`config.mk`:
```
export PLATFORM = sky130hd
export DESIGN_NAME = csr_exec_top
export DESIGN_NICKNAME = d
export VERILOG_FILES = /design/src/hdl/csr_arch_pkg.sv /design/src/hdl/csr_pipe_pkg.sv /design/src/hdl/sys_decode.sv /design/src/hdl/sys_queue.sv /design/src/hdl/csr_file.sv /design/src/hdl/csr_exec_top.sv
export SDC_FILE = /design/constraint.sdc
export NUM_CORES = 1
export LEC_CHECK = 0
export ABC_AREA = 1
export ABC_CLOCK_PERIOD_IN_PS = 10700
export BUFFER_PORTS_ARGS = -buffer_cell sky130_fd_sc_hd__buf_2
export CAP_MARGIN = 30
export CORE_MARGIN = 2
export CORE_UTILIZATION = 61
export CTS_CLUSTER_DIAMETER = 30
export CTS_CLUSTER_SIZE = 24
export DETAILED_ROUTE_END_ITERATION = 10
export PLACE_DENSITY = 0.8
export SLEW_MARGIN = 20
export SYNTH_ARGS = -nofsm -noshare
export SYNTH_HDL_FRONTEND = slang
export SYNTH_HIERARCHICAL = 1
export SYNTH_SLANG_ARGS = --single-unit
```
`constraint.sdc`:
```
create_clock -name clk -period 10.7 [get_ports clk]
set_input_delay 2.14 -clock clk [delete_from_list [all_inputs] [get_ports clk]]
set_output_delay 2.14 -clock clk [all_outputs]
set_load 0.1 [all_outputs]
```
`src/hdl/csr_arch_pkg.sv`:
```
/* Machine-mode CSR map, CSR op codes and trap causes for RV32.
   Only the machine CSRs of the execute stage are listed; minstreth is absent */
`default_nettype none

package csr_arch_pkg;

  typedef logic [11:0] csr_addr_t;
  typedef logic [1:0]  csr_op_t;
  typedef logic [3:0]  cause_t;

  typedef enum logic [2:0] {
    CSR,
    ECALL,
    EBREAK,
    MRET,
    ILLEGAL
  } sys_kind_e;

  // ==================================================
  // Encoding of the SYSTEM opcode space
  localparam logic [6:0]  OPCODE_SYSTEM  = 7'b111_0011;
  localparam logic [11:0] FUNCT12_ECALL  = 12'h000;
  localparam logic [11:0] FUNCT12_EBREAK = 12'h001;
  localparam logic [11:0] FUNCT12_MRET   = 12'h302;

  // ==================================================
  // Machine CSR addresses
  localparam csr_addr_t MSTATUS  = 12'h300;
  localparam csr_addr_t MIE      = 12'h304;
  localparam csr_addr_t MTVEC    = 12'h305;
  localparam csr_addr_t MSCRATCH = 12'h340;
  localparam csr_addr_t MEPC     = 12'h341;
  localparam csr_addr_t MCAUSE   = 12'h342;
  localparam csr_addr_t MTVAL    = 12'h343;
  localparam csr_addr_t MIP      = 12'h344;
  localparam csr_addr_t MINSTRET = 12'hB02;

  // funct3[1:0] of the CSR forms
  localparam csr_op_t CSR_RW = 2'b01;
  localparam csr_op_t CSR_RS = 2'b10;
  localparam csr_op_t CSR_RC = 2'b11;

  // Exception codes
  localparam cause_t ILLEGAL_INSTR = 4'd2;
  localparam cause_t BREAKPOINT    = 4'd3;
  localparam cause_t ECALL_MACHINE = 4'd11;

  // Field positions in mstatus, mie and mip
  localparam int MIE_BIT  = 3;
  localparam int MPIE_BIT = 7;
  localparam int MPP_LO   = 11;
  localparam int MSIE_BIT = 3;
  localparam int MTIE_BIT = 7;
  localparam int MEIE_BIT = 11;

endpackage

`default_nettype wire

```
`src/hdl/csr_pipe_pkg.sv`:
```
/* Types that move between the decode, queue and CSR stages.
   sys_op_t carries an operation that is already fully classified */
`default_nettype none

package csr_pipe_pkg;

  typedef logic [31:0] word_t;
  typedef logic [4:0]  reg_sel_t;

  // Depth of the decoded-op queue
  localparam int QUEUE_DEPTH = 2;

  // Instruction as it arrives from fetch
  typedef struct packed {
    word_t ir;
    word_t pc;
    word_t op1;
  } sys_instr_t;

  // Register file write-back
  typedef struct packed {
    reg_sel_t sel;
    word_t    data;
  } regwr_t;

  // One decoded system operation
  typedef struct packed {
    csr_arch_pkg::sys_kind_e kind;
    csr_arch_pkg::csr_addr_t csr_addr;
    csr_arch_pkg::csr_op_t   csr_op;
    // zimm or op1, already selected
    word_t                   src;
    reg_sel_t                rd;
    logic                    wb;
    word_t                   pc;
    word_t                   tval;
    csr_arch_pkg::cause_t    cause;
  } sys_op_t;

endpackage

`default_nettype wire

```
`src/hdl/sys_decode.sv`:
```
/* Classifies one SYSTEM instruction per cycle into a machine-mode op.
   instr must stay stable while instr_vld is high and instr_rdy is low */
`default_nettype none

module sys_decode (
  input  logic                    clk,
  input  logic                    reset,
  input  csr_pipe_pkg::sys_instr_t instr,
  input  logic                    instr_vld,
  output logic                    instr_rdy,
  output csr_pipe_pkg::sys_op_t   dec_op,
  output logic                    dec_vld,
  input  logic                    dec_rdy
);
  import csr_arch_pkg::*;
  import csr_pipe_pkg::*;

  word_t       ir;
  logic [2:0]  funct3;
  logic [11:0] funct12;
  reg_sel_t    rd;
  reg_sel_t    rs1;
  sys_op_t     op_next;
  logic        accept;

  function automatic logic csr_known(input csr_addr_t addr);
    case (addr)
      MSTATUS, MIE, MTVEC, MSCRATCH, MEPC, MCAUSE, MTVAL, MIP, MINSTRET: return 1'b1;
      default: return 1'b0;
    endcase
  endfunction

  assign ir      = instr.ir;
  assign funct3  = ir[14:12];
  assign funct12 = ir[31:20];
  assign rd      = ir[11:7];
  assign rs1     = ir[19:15];

  // ==================================================
  // Classification
  always_comb begin
    op_next.csr_addr = funct12;
    op_next.csr_op   = funct3[1:0];
    op_next.src      = funct3[2] ? {27'b0, rs1} : instr.op1;
    op_next.rd       = rd;
    op_next.wb       = (rd != '0);
    op_next.pc       = instr.pc;
    // Anything not matched below traps as illegal
    op_next.kind     = ILLEGAL;
    op_next.tval     = ir;
    op_next.cause    = ILLEGAL_INSTR;

    if (ir[6:0] == OPCODE_SYSTEM) begin
      if (funct3 == 3'b000) begin
        case (funct12)
          FUNCT12_ECALL: begin
            op_next.kind  = ECALL;
            op_next.tval  = '0;
            op_next.cause = ECALL_MACHINE;
          end
          FUNCT12_EBREAK: begin
            op_next.kind  = EBREAK;
            op_next.tval  = instr.pc;
            op_next.cause = BREAKPOINT;
          end
          FUNCT12_MRET: begin
            op_next.kind  = MRET;
            op_next.tval  = '0;
            op_next.cause = '0;
          end
          default: begin
          end
        endcase
      end else if (funct3[1:0] != 2'b00 && csr_known(funct12)) begin
        op_next.kind  = CSR;
        op_next.tval  = '0;
        op_next.cause = '0;
      end
    end
  end

  // ==================================================
  // One-entry output register
  assign instr_rdy = !dec_vld || dec_rdy;
  assign accept    = instr_vld && instr_rdy;

  always_ff @(posedge clk) begin
    if (reset) begin
      dec_vld <= 1'b0;
    end else if (accept) begin
      dec_vld <= 1'b1;
    end else if (dec_rdy) begin
      dec_vld <= 1'b0;
    end
  end

  always_ff @(posedge clk) begin
    if (accept) begin
      dec_op <= op_next;
    end
  end

endmodule

`default_nettype wire

```
`src/hdl/sys_queue.sv`:
```
/* Two-entry FWFT queue of decoded ops; an empty queue adds one cycle.
   A push into a full queue is taken when the head pops in the same cycle */
`default_nettype none

module sys_queue (
  input  logic                  clk,
  input  logic                  reset,
  input  csr_pipe_pkg::sys_op_t dec_op,
  input  logic                  dec_vld,
  output logic                  dec_rdy,
  output csr_pipe_pkg::sys_op_t q_op,
  output logic                  q_vld,
  input  logic                  q_rdy
);
  import csr_pipe_pkg::*;

  sys_op_t    mem [QUEUE_DEPTH];
  logic       wr_ptr;
  logic       rd_ptr;
  logic [1:0] count;
  logic       push;
  logic       pop;

  assign q_vld   = (count != 2'd0);
  assign q_op    = mem[rd_ptr];
  // Free entry, or the head leaves this cycle
  assign dec_rdy = (count != 2'(QUEUE_DEPTH)) || q_rdy;

  assign push = dec_vld && dec_rdy;
  assign pop  = q_vld && q_rdy;

  always_ff @(posedge clk) begin
    if (push) begin
      mem[wr_ptr] <= dec_op;
    end
  end

  // Single-bit pointers wrap on their own at depth 2
  always_ff @(posedge clk) begin
    if (reset) begin
      wr_ptr <= 1'b0;
      rd_ptr <= 1'b0;
      count  <= 2'd0;
    end else begin
      if (push) begin
        wr_ptr <= !wr_ptr;
      end
      if (pop) begin
        rd_ptr <= !rd_ptr;
      end
      case ({push, pop})
        2'b10:   count <= count + 2'd1;
        2'b01:   count <= count - 2'd1;
        default: count <= count;
      endcase
    end
  end

endmodule

`default_nettype wire

```
`src/hdl/csr_file.sv`:
```
/* Machine CSR file with trap entry and MRET; interrupts are never taken.
   mip only mirrors the irq levels, and minstret counts every completed op */
`default_nettype none

module csr_file (
  input  logic                  clk,
  input  logic                  reset,
  input  csr_pipe_pkg::sys_op_t q_op,
  input  logic                  q_vld,
  output logic                  q_rdy,
  input  logic                  software_irq,
  input  logic                  timer_irq,
  input  logic                  external_irq,
  output csr_pipe_pkg::regwr_t  regwr,
  output logic                  regwr_en,
  output csr_pipe_pkg::word_t   branch_target,
  output logic                  branch
);
  import csr_arch_pkg::*;
  import csr_pipe_pkg::*;

  typedef enum logic [1:0] {
    IDLE,
    TRAP,
    JUMP
  } seq_state_e;

  seq_state_e state;

  logic  mstatus_mie;
  logic  mstatus_mpie;
  logic  mie_msie;
  logic  mie_mtie;
  logic  mie_meie;
  logic  mip_msip;
  logic  mip_mtip;
  logic  mip_meip;
  word_t mtvec;
  word_t mepc;
  word_t mscratch;
  word_t mcause;
  word_t mtval;
  word_t minstret;

  word_t rdata;
  word_t wdata;
  logic  accept;
  logic  is_csr;
  logic  is_trap;
  logic  is_mret;
  logic  ret_op;

  assign q_rdy   = (state == IDLE);
  assign accept  = q_vld && q_rdy;
  assign is_csr  = (q_op.kind == CSR);
  assign is_mret = (q_op.kind == MRET);
  assign is_trap = (q_op.kind == ECALL) || (q_op.kind == EBREAK) || (q_op.kind == ILLEGAL);
  assign branch  = (state == JUMP);

  // ==================================================
  // Masked read view and read-modify-write value
  always_comb begin
    rdata = '0;
    case (q_op.csr_addr)
      MSTATUS: begin
        rdata[MIE_BIT]     = mstatus_mie;
        rdata[MPIE_BIT]    = mstatus_mpie;
        rdata[MPP_LO +: 2] = 2'b11;
      end
      MIE: begin
        rdata[MSIE_BIT] = mie_msie;
        rdata[MTIE_BIT] = mie_mtie;
        rdata[MEIE_BIT] = mie_meie;
      end
      MTVEC:    rdata = mtvec;
      MSCRATCH: rdata = mscratch;
      MEPC:     rdata = mepc;
      MCAUSE:   rdata = mcause;
      MTVAL:    rdata = mtval;
      MIP: begin
        rdata[MSIE_BIT] = mip_msip;
        rdata[MTIE_BIT] = mip_mtip;
        rdata[MEIE_BIT] = mip_meip;
      end
      // Count before the current op retires
      MINSTRET: rdata = minstret;
      default:  rdata = '0;
    endcase
  end

  always_comb begin
    case (q_op.csr_op)
      CSR_RW:  wdata = q_op.src;
      CSR_RS:  wdata = rdata | q_op.src;
      CSR_RC:  wdata = rdata & ~q_op.src;
      default: wdata = rdata;
    endcase
  end

  // ==================================================
  // CSR registers
  always_ff @(posedge clk) begin
    if (reset) begin
      mstatus_mie  <= 1'b0;
      mstatus_mpie <= 1'b0;
      mie_msie     <= 1'b0;
      mie_mtie     <= 1'b0;
      mie_meie     <= 1'b0;
      mip_msip     <= 1'b0;
      mip_mtip     <= 1'b0;
      mip_meip     <= 1'b0;
      mtvec        <= '0;
      mepc         <= '0;
      mscratch     <= '0;
      mcause       <= '0;
      mtval        <= '0;
      minstret     <= '0;
    end else begin
      mip_msip <= software_irq;
      mip_mtip <= timer_irq;
      mip_meip <= external_irq;

      if (accept && is_csr) begin
        case (q_op.csr_addr)
          MSTATUS: begin
            mstatus_mie  <= wdata[MIE_BIT];
            mstatus_mpie <= wdata[MPIE_BIT];
          end
          MIE: begin
            mie_msie <= wdata[MSIE_BIT];
            mie_mtie <= wdata[MTIE_BIT];
            mie_meie <= wdata[MEIE_BIT];
          end
          MTVEC:    mtvec    <= {wdata[31:2], 2'b00};
          MSCRATCH: mscratch <= wdata;
          MEPC:     mepc     <= {wdata[31:2], 2'b00};
          MCAUSE:   mcause   <= wdata;
          MTVAL:    mtval    <= wdata;
          // mip and minstret are read-only here
          default: begin
          end
        endcase
      end else if (accept && is_trap) begin
        mepc         <= {q_op.pc[31:2], 2'b00};
        mcause       <= {28'b0, q_op.cause};
        mtval        <= q_op.tval;
        mstatus_mpie <= mstatus_mie;
        mstatus_mie  <= 1'b0;
      end else if (accept && is_mret) begin
        mstatus_mie  <= mstatus_mpie;
        mstatus_mpie <= 1'b1;
      end

      // CSR ops retire on accept, traps and MRET on leaving TRAP
      if ((accept && is_csr) || state == TRAP) begin
        minstret <= minstret + 32'd1;
      end
    end
  end

  // ==================================================
  // Trap and return sequencer
  always_ff @(posedge clk) begin
    if (reset) begin
      state <= IDLE;
    end else begin
      case (state)
        IDLE: begin
          if (accept && !is_csr) begin
            state <= TRAP;
          end
        end
        TRAP:    state <= JUMP;
        JUMP:    state <= IDLE;
        default: state <= IDLE;
      endcase
    end
  end

  always_ff @(posedge clk) begin
    if (accept) begin
      ret_op <= is_mret;
    end
    if (state == TRAP) begin
      branch_target <= ret_op ? mepc : mtvec;
    end
  end

  // Write-back strobe, only for CSR ops with a nonzero rd
  always_ff @(posedge clk) begin
    if (reset) begin
      regwr_en <= 1'b0;
    end else begin
      regwr_en <= accept && is_csr && q_op.wb;
    end
  end

  always_ff @(posedge clk) begin
    if (accept) begin
      regwr.sel  <= q_op.rd;
      regwr.data <= rdata;
    end
  end

endmodule

`default_nettype wire

```
`src/hdl/csr_exec_top.sv`:
```
/* SYSTEM-instruction execute path: decode, op queue, machine CSR file.
   Result latency varies; regwr_en or branch marks the end of each op */
`default_nettype none

module csr_exec_top (
  input  logic                     clk,
  input  logic                     reset,
  input  csr_pipe_pkg::sys_instr_t instr,
  input  logic                     instr_vld,
  output logic                     instr_rdy,
  input  logic                     software_irq,
  input  logic                     timer_irq,
  input  logic                     external_irq,
  output csr_pipe_pkg::regwr_t     regwr,
  output logic                     regwr_en,
  output csr_pipe_pkg::word_t      branch_target,
  output logic                     branch
);
  import csr_pipe_pkg::*;

  sys_op_t dec_op;
  logic    dec_vld;
  logic    dec_rdy;
  sys_op_t q_op;
  logic    q_vld;
  logic    q_rdy;

  sys_decode i_sys_decode (
    .clk       (clk),
    .reset     (reset),
    .instr     (instr),
    .instr_vld (instr_vld),
    .instr_rdy (instr_rdy),
    .dec_op    (dec_op),
    .dec_vld   (dec_vld),
    .dec_rdy   (dec_rdy)
  );

  sys_queue i_sys_queue (
    .clk     (clk),
    .reset   (reset),
    .dec_op  (dec_op),
    .dec_vld (dec_vld),
    .dec_rdy (dec_rdy),
    .q_op    (q_op),
    .q_vld   (q_vld),
    .q_rdy   (q_rdy)
  );

  csr_file i_csr_file (
    .clk           (clk),
    .reset         (reset),
    .q_op          (q_op),
    .q_vld         (q_vld),
    .q_rdy         (q_rdy),
    .software_irq  (software_irq),
    .timer_irq     (timer_irq),
    .external_irq  (external_irq),
    .regwr         (regwr),
    .regwr_en      (regwr_en),
    .branch_target (branch_target),
    .branch        (branch)
  );

endmodule

`default_nettype wire

```
==> results by group, run 1 <==
Yosys
  • Cell area after synthesis: around 0.028 mm2
  • Synth warn: 6
  • Mapped Cells: roughly 2,800
  • Avg Synthesized Cell Area: 10.04 um2

Drt
  • Post-Route WL: ~84,000 um
  • Drt first pass iters: 9
  • Post-route ant nets: 0
  • Vias per std cell: between 6 and 7
  • # DRC: 0
  • Detailed-route wire length per cell: roughly 23 um
  • Vias post-DR: roughly 22,000
  • DR iter-0 viols: about 3,000

Die
  • DIE AREA: about 0.048 mm2
  • # IOs: roughly 170
  • # rows: 78
  • Core Footprint: 0.04548 mm2
  • Die height: about 220 um
  • Chip Width: around 220 um
  • Starting Density: approximately three fifths

Outcome
  • Outcome: complete, no violations

Setup path
  • CP endpoint kind: register
  • Worst reg-to-reg path cell count: 11
  • WP data arrival: between 5000 and 6000 ps
  • Worst Setup Path Type: reg -> reg
  • Critical Path RT: 11,290 ps
  • Worst-path fanout max: 48
  • Nature of the critical path startpoint: register

Timing
  • Final-report max-slew violation count: 0
  • Max_slew headroom: 35.89%
  • Post-route minimum period: approximately 4600 ps
  • Endpoints failing setup: 0
  • Hold WS: ~430 ps
  • Final period util: 42.67%
  • Hold Vio Cnt, Final: 0
  • TNS Setup: 0 ps
  • Max Clk Rate: 219.0 MHz
  • RSZ-0062 raised after global routing: false
  • Slew @ Worst Pin: 958.2 ps
  • Clk_skew: between 30 and 40 ps

Power
  • Internal power: ~5.8 mW
  • Sw frac: 34.04%
  • Pwr Density: ~260 mW/mm2
  • Combinational power share: between 20% and 30%
  • Worst VDD drop: between 0.0002 and 0.0003 V
  • Seq pwr share: a little over a third
  • Switching pwr: between 2 and 3 mW
  • Clk pwr share: a little over two fifths
  • Lkg Pwr: 13.32 nW

CTS
  • Inserted Clock Buffers: 113
  • Clock buffer depth: 3
  • H-tree levels: 3
  • Hold buffers post-CTS: 0
  • CTS tree: built
  • Postcts setup bufs: 0
  • Clock root buffer master: clkbuf_16
  • Clk Latency, worst-skew pair: 670 ps
  • Clock sinks: between 600 and 700
  • CTS clk-pin slew, worst paths: about 60 ps
  • Number of gates resized after CTS: 0

Global route
  • Overall global routing resource usage: between 30% and 40%
  • First-pass GRT wire length: between 100,000 and 150,000 um
  • Vias in the first global route: between 20,000 and 25,000
  • Largest net degree at the start of global routing: roughly 110
  • Initial antenna violation count: 0
  • GR Overflow Total: 0

Final layout
  • P&R area growth vs syn: 18.88%
  • Layout cell share with drive strength beyond 1: 19.50%
  • Final core utilization: approximately three quarters
  • Number of antenna diodes: 0
  • Layout Nets: about 3,100

Place
  • DP HPWL: 52,690 um
  • Placer Congestion: between 0.9 and 1
  • Port Buffers: roughly 170

Job
  • Max-cap viol count: 0

Hold path
  • Hold path depth: 0
  • Hold/Removal Path Class: reg -> reg
==> placed cells by master, fill, tap and decap left out, types with 114 or more instances in the layout <==
cell       instances
o21ai_0          266
a21oi_1          289
edfxtp_1         430
clkbuf_16        114
nor2_1           220
dfxtp_1          204
nand3_1          133
buf_2            171
nand2_1          451
inv_1            318
==> per-stage QoR <==
| step | total power [mW] | cell area (um2) | cells | setup WS [ps] |
|---|---|---|---|---|
| after floorplan | 4.556 | 28140 | 2803 | 2099 |
| after global placement | 4.966 | 29220 | 3450 | 5443 |
| after detailed placement | 5.034 | 29300 | 3453 | 5179 |
| after CTS | 8.714 | 33270 | 3668 | 5145 |
| after global routing | 8.991 | 33450 | 3677 | 5922 |
| final | 8.770 | 33450 | 3677 | 6134 |
==> layout make-up <==
class / instances / area, um2
Inverter: 333 / 1259
Clock inverter: 91 / 1056
Sequential cell: 635 / 17020
Timing Repair Buffer: 207 / 1291
Multi-Input combinational cell: 1687 / 9158
Clock buffer: 124 / 2920
Fill cell: 3086 / 12020
Tap cell: 600 / 750.7
==> layer usage <==
| layer | up-vias | GRT usage [%] | share of wire (%) |
|---|---|---|---|
| met5 | - | 0 | 0 |
| met4 | 0 | 16.85 | 4.3 |
| met3 | 229 | 8.274 | 11 |
| met2 | 1427 | 50.99 | 45 |
| met1 | 10560 | 46.86 | 39 |
| li1 | 9964 | - | - |
==> power by group through the flow <==
stage               combinational (mW)  sequential [mW]  clock, mW
CTS                               1.89             3.13       3.69
global placement                  1.81             3.16          0
global route                      2.01             3.16       3.81
detailed placement                1.86             3.17          0
floorplan                        0.887             3.67          0
finish                            1.94             3.14       3.69
==> worst paths after layout <==
check / startpoint / end / slack, ps
max: register / i_csr_file/mscratch[15]$_SDFFE_PP0P_ / 6130
min reg2reg: i_sys_decode/dec_op[1]$_SDFFCE_PP1P_ / i_sys_queue/mem[1][1]$_DFFE_PP_ / 430
min: i_sys_decode/dec_op[1]$_SDFFCE_PP1P_ / i_sys_queue/mem[1][1]$_DFFE_PP_ / 430
max reg2reg: register / i_csr_file/mscratch[15]$_SDFFE_PP0P_ / 6130
==> critical path, cell delays in order (launching register included) <==
cell     delay [ps]
dfxtp_4         870
buf_4           720
mux2_2          430
inv_1            80
nand2_1         100
nor2_2          220
buf_4           480
nand2_1         620
buf_4           510
a21oi_1         180
o21ai_0         110
inv_1            90
==> state kept, by name, summed over array words and instances, names as in the netlist, 30 cells and up, named ones only <==
| register | count |
|---|---|
| i_csr_file/branch_target | 30 |
| i_sys_decode/dec_op | 120 |
| i_csr_file/mepc | 30 |
| i_sys_queue/mem | 242 |
| i_csr_file/minstret | 32 |
| i_csr_file/mtvec | 30 |
| i_csr_file/mscratch | 32 |
| i_csr_file/mcause | 32 |
| i_csr_file/regwr | 37 |
| i_csr_file/mtval | 32 |
(Power assumes the default switching activity.)
==> run 2: changes to the inputs <==
ABC_CLOCK_PERIOD_IN_PS = 3700   (was 10700)
CORE_UTILIZATION = 55   (was 61)
PLACE_DENSITY = 0.76   (was 0.8)
clock period = 3.7 ns   (was 10.7 ns; I/O delays follow)
==> results by group, run 2 (synthesized netlist as in run 1, its figures left out) <==
Power
  • Combinational power share: 21.8% (-0.3 points)
  • Switching pwr: 8.876 mW (+200%)
  • Lkg Pwr: 13.68 nW (+2.7%)
  • Internal power: 17.71 mW (+210%)
  • Worst VDD drop: 0.0004614 V (+73%)
  • Pwr Density: 777.8 mW/mm2 (+200%)
  • Clk pwr share: 44.1% (+2.0 points)
  • Seq pwr share: 34.1% (-1.7 points)
  • Sw frac: 33.38% (-0.66 points)

Setup path
  • Critical path buffers and inverters: 2 (-3)
  • Crit-path slowest cell: dfxtp_4
  • R2R Path End: i_csr_file/mepc[26]$_SDFFE_PP0P_
  • Worst-path fanout max: 29 (-40%)
  • Critical Path RT: 4320 ps (-6970 ps)
  • Worst reg-to-reg path cell count: 14 (+3)
  • Cell Chain, Critical Path: buf_4 > mux2_4 > nor2_4 > nand2_1 > nor2_2 > buf_4 > nand2_1 > nand2_1 > nor2_1 > nand2_1 > nand2_1 > nand2_1 > nand2_1 > a21oi_1
  • WP data arrival: 3820 ps (-1340 ps)
  • Setup slack, reg-to-reg: 500 ps (-5640 ps)
  • Nature of the critical path startpoint: register
  • Worst stage delay on the critical path: 600 ps (-270 ps)
  • Worst Setup Path Type: reg -> reg
  • Crit-path most repeated cell: nand2_1
  • Delay-heaviest family, CP: simple AND/OR/NAND/NOR gates
  • CP endpoint kind: register

Timing
  • Final period util: 86.55% (+44 points)
  • Max_slew headroom: 29.07% (-6.8 points)
  • Endpoints failing setup: 0 (unchanged)
  • RSZ-0062 raised after global routing: false
  • Post-route minimum period: 3202 ps (-1363 ps)
  • Clk_skew: 25.50 ps (-14.26 ps)
  • Final-report max-slew violation count: 0 (unchanged)
  • Hold Vio Cnt, Final: 0 (unchanged)
  • Hold WS: 232.2 ps (-200.3 ps)
  • Max Clk Rate: 312.3 MHz (+43%)
  • TNS Setup: 0 ps (unchanged)
  • Slew @ Worst Pin: 1064 ps (+105.7 ps)

Final layout
  • Number of fill cells: 3,676 (+19%)
  • Biggest register: i_sys_queue/mem
  • Layout Nets: 3,130 (+1.6%)
  • P&R area growth vs syn: 21.47%
  • Number of antenna diodes: 0 (unchanged)
  • Largest registers: i_sys_queue/mem: 242 flops, i_sys_decode/dec_op: 120 flops, i_csr_file/regwr: 37 flops
  • Layout cell share with drive strength beyond 1: 20.62% (+1.1 points)
  • Commonest non-fill, non-tap cells in the layout: nand2_1 (452), edfxtp_1 (430), inv_1 (316)
  • Most common cell after layout, fill and taps aside: nand2_1
  • Max FFs per register: 242 (unchanged)

Die
  • Chip Width: 230.2 um (+5.2%)
  • # IOs: 174 (unchanged)
  • Core Footprint: 0.05038 mm2 (+11%)
  • Die height: 230.2 um (+5.2%)
  • Starting Density: 55.86% (-6.0 points)
  • # rows: 82 (+5.1%)
  • DIE AREA: 0.05299 mm2 (+11%)

Drt
  • Post-route ant nets: 0 (unchanged)
  • DR iter-0 viols: 2,827 (-4.6%)
  • # DRC: 0 (unchanged)
  • Post-Route WL: 87,910 um (+5.2%)
  • Vias post-DR: 22,380 (+0.91%)
  • Detailed-route wire length per cell: 23.10 um (+1.7%)
  • Vias per std cell: 5.881 (-2.5%)
  • Drt first pass iters: 6 (-3)

CTS
  • Clock root buffer master: clkbuf_16
  • Hold buffers post-CTS: 0 (unchanged)
  • Postcts setup bufs: 0 (unchanged)
  • Clock buffer depth: 3 (unchanged)
  • CTS tree: built
  • H-tree levels: 4 (+1)
  • Inserted Clock Buffers: 134 (+19%)
  • Number of gates resized after CTS: 0 (unchanged)
  • Clock sinks: 635 (unchanged)
  • Clk Latency, worst-skew pair: 720 ps (+50 ps)
  • CTS clk-pin slew, worst paths: 50 ps (about the same)

Place
  • Placer Congestion: 0.9326 (-5.0%)
  • Port Buffers: 171 (unchanged)
  • DP HPWL: 56,270 um (+6.8%)

Hold path
  • HP Start: instr[60]
  • Hold endpoint: i_sys_decode/dec_op[64]$_DFFE_PP_
  • Hold path depth: 1 (+1)
  • Hold/Removal Path Class: in -> reg

Global route
  • GRT busiest layer: met2
  • Overall global routing resource usage: 33.12% (-0.99 points)
  • Met3 usage: 8.656% (+0.38 points)
  • Vias in the first global route: 21,760 (+4.6%)
  • First-pass GRT wire length: 130,900 um (+6.8%)
  • GR Overflow Total: 0 (unchanged)
  • Grt met2 use: 49.62% (-1.4 points)
  • Met1 Use GR: 43.92% (-2.9 points)
  • Largest net degree at the start of global routing: 69 (-37%)
  • Initial antenna violation count: 1 (+1)

Job
  • Max-cap viol count: 0 (unchanged)

Outcome
  • Outcome: complete, no violations
[run 2: worst max-delay path by stage]
stage | startpoint | endpoint | slack, ps | depth (start not counted)
5_1_grt | register | i_csr_file/mepc[26]$_SDFFE_PP0P_ | 350 | 14
4_1_cts | register | i_csr_file/mepc[26]$_SDFFE_PP0P_ | 560 | 15
3_5_place_dp | register | i_csr_file/mepc[26]$_SDFFE_PP0P_ | 600 | 14
6_report | register | i_csr_file/mepc[26]$_SDFFE_PP0P_ | 500 | 14
3_3_place_gp | register | i_csr_file/mtval[21]$_SDFFE_PP0P_ | 550 | 10
2_1_floorplan | i_csr_file/state[1]$_SDFFE_PP0P_ | i_sys_queue/mem[1][0]$_DFFE_PP_ | 140 | 5
[run 2: routing by layer]
metal	vias to the layer above	part of all wire [%]
li1	10080	-
met1	10570	39
met2	1436	44
met3	283	11
met4	2	5.2
met5	-	0.015
[run 2: area by class of cell]
type / count / area (um2) / area share, %
Clock buffer: 156 / 3562 / 10.42
Clock inverter: 87 / 912.1 / 2.668
Inverter: 333 / 1257 / 3.679
Multi-Input combinational cell: 1687 / 9153 / 26.78
Sequential cell: 635 / 17020 / 49.79
Tap cell: 672 / 840.8 / 2.460
Timing Repair Buffer: 235 / 1436 / 4.202
[run 2: worst reg2reg max path: cells and delay by family (launching register included)]
kind	cells	cell delay (ps)
compound gates	1	180
buf+inv	2	630
flops	1	600
mux	1	330
simple gates	10	1370
[run 2: power groups by stage]
| stage | logic, mW | clock network, mW | registers (mW) |
|---|---|---|---|
| after floorplan | 2.57 | 0 | 10.6 |
| after global placement | 5.59 | 0 | 9.13 |
| after detailed placement | 5.63 | 0 | 9.16 |
| after CTS | 5.71 | 11.8 | 9.05 |
| after global routing | 6.01 | 12.2 | 9.13 |
| final | 5.80 | 11.7 | 9.07 |
[run 2: through the flow]
step / power [mW] / instance area, um2 / instances / util [%] / setup slack, ps
after floorplan: 13.15 / 28160 / 2803 / - / 142.8
after global placement: 14.72 / 29710 / 3562 / 58.97 / 553.0
after detailed placement: 14.79 / 29710 / 3562 / 58.97 / 602.9
after CTS: 26.58 / 34180 / 3805 / 67.85 / 556.4
after global routing: 27.32 / 34180 / 3805 / 67.85 / 350.7
final: 26.59 / 34180 / 3805 / 67.85 / 497.7
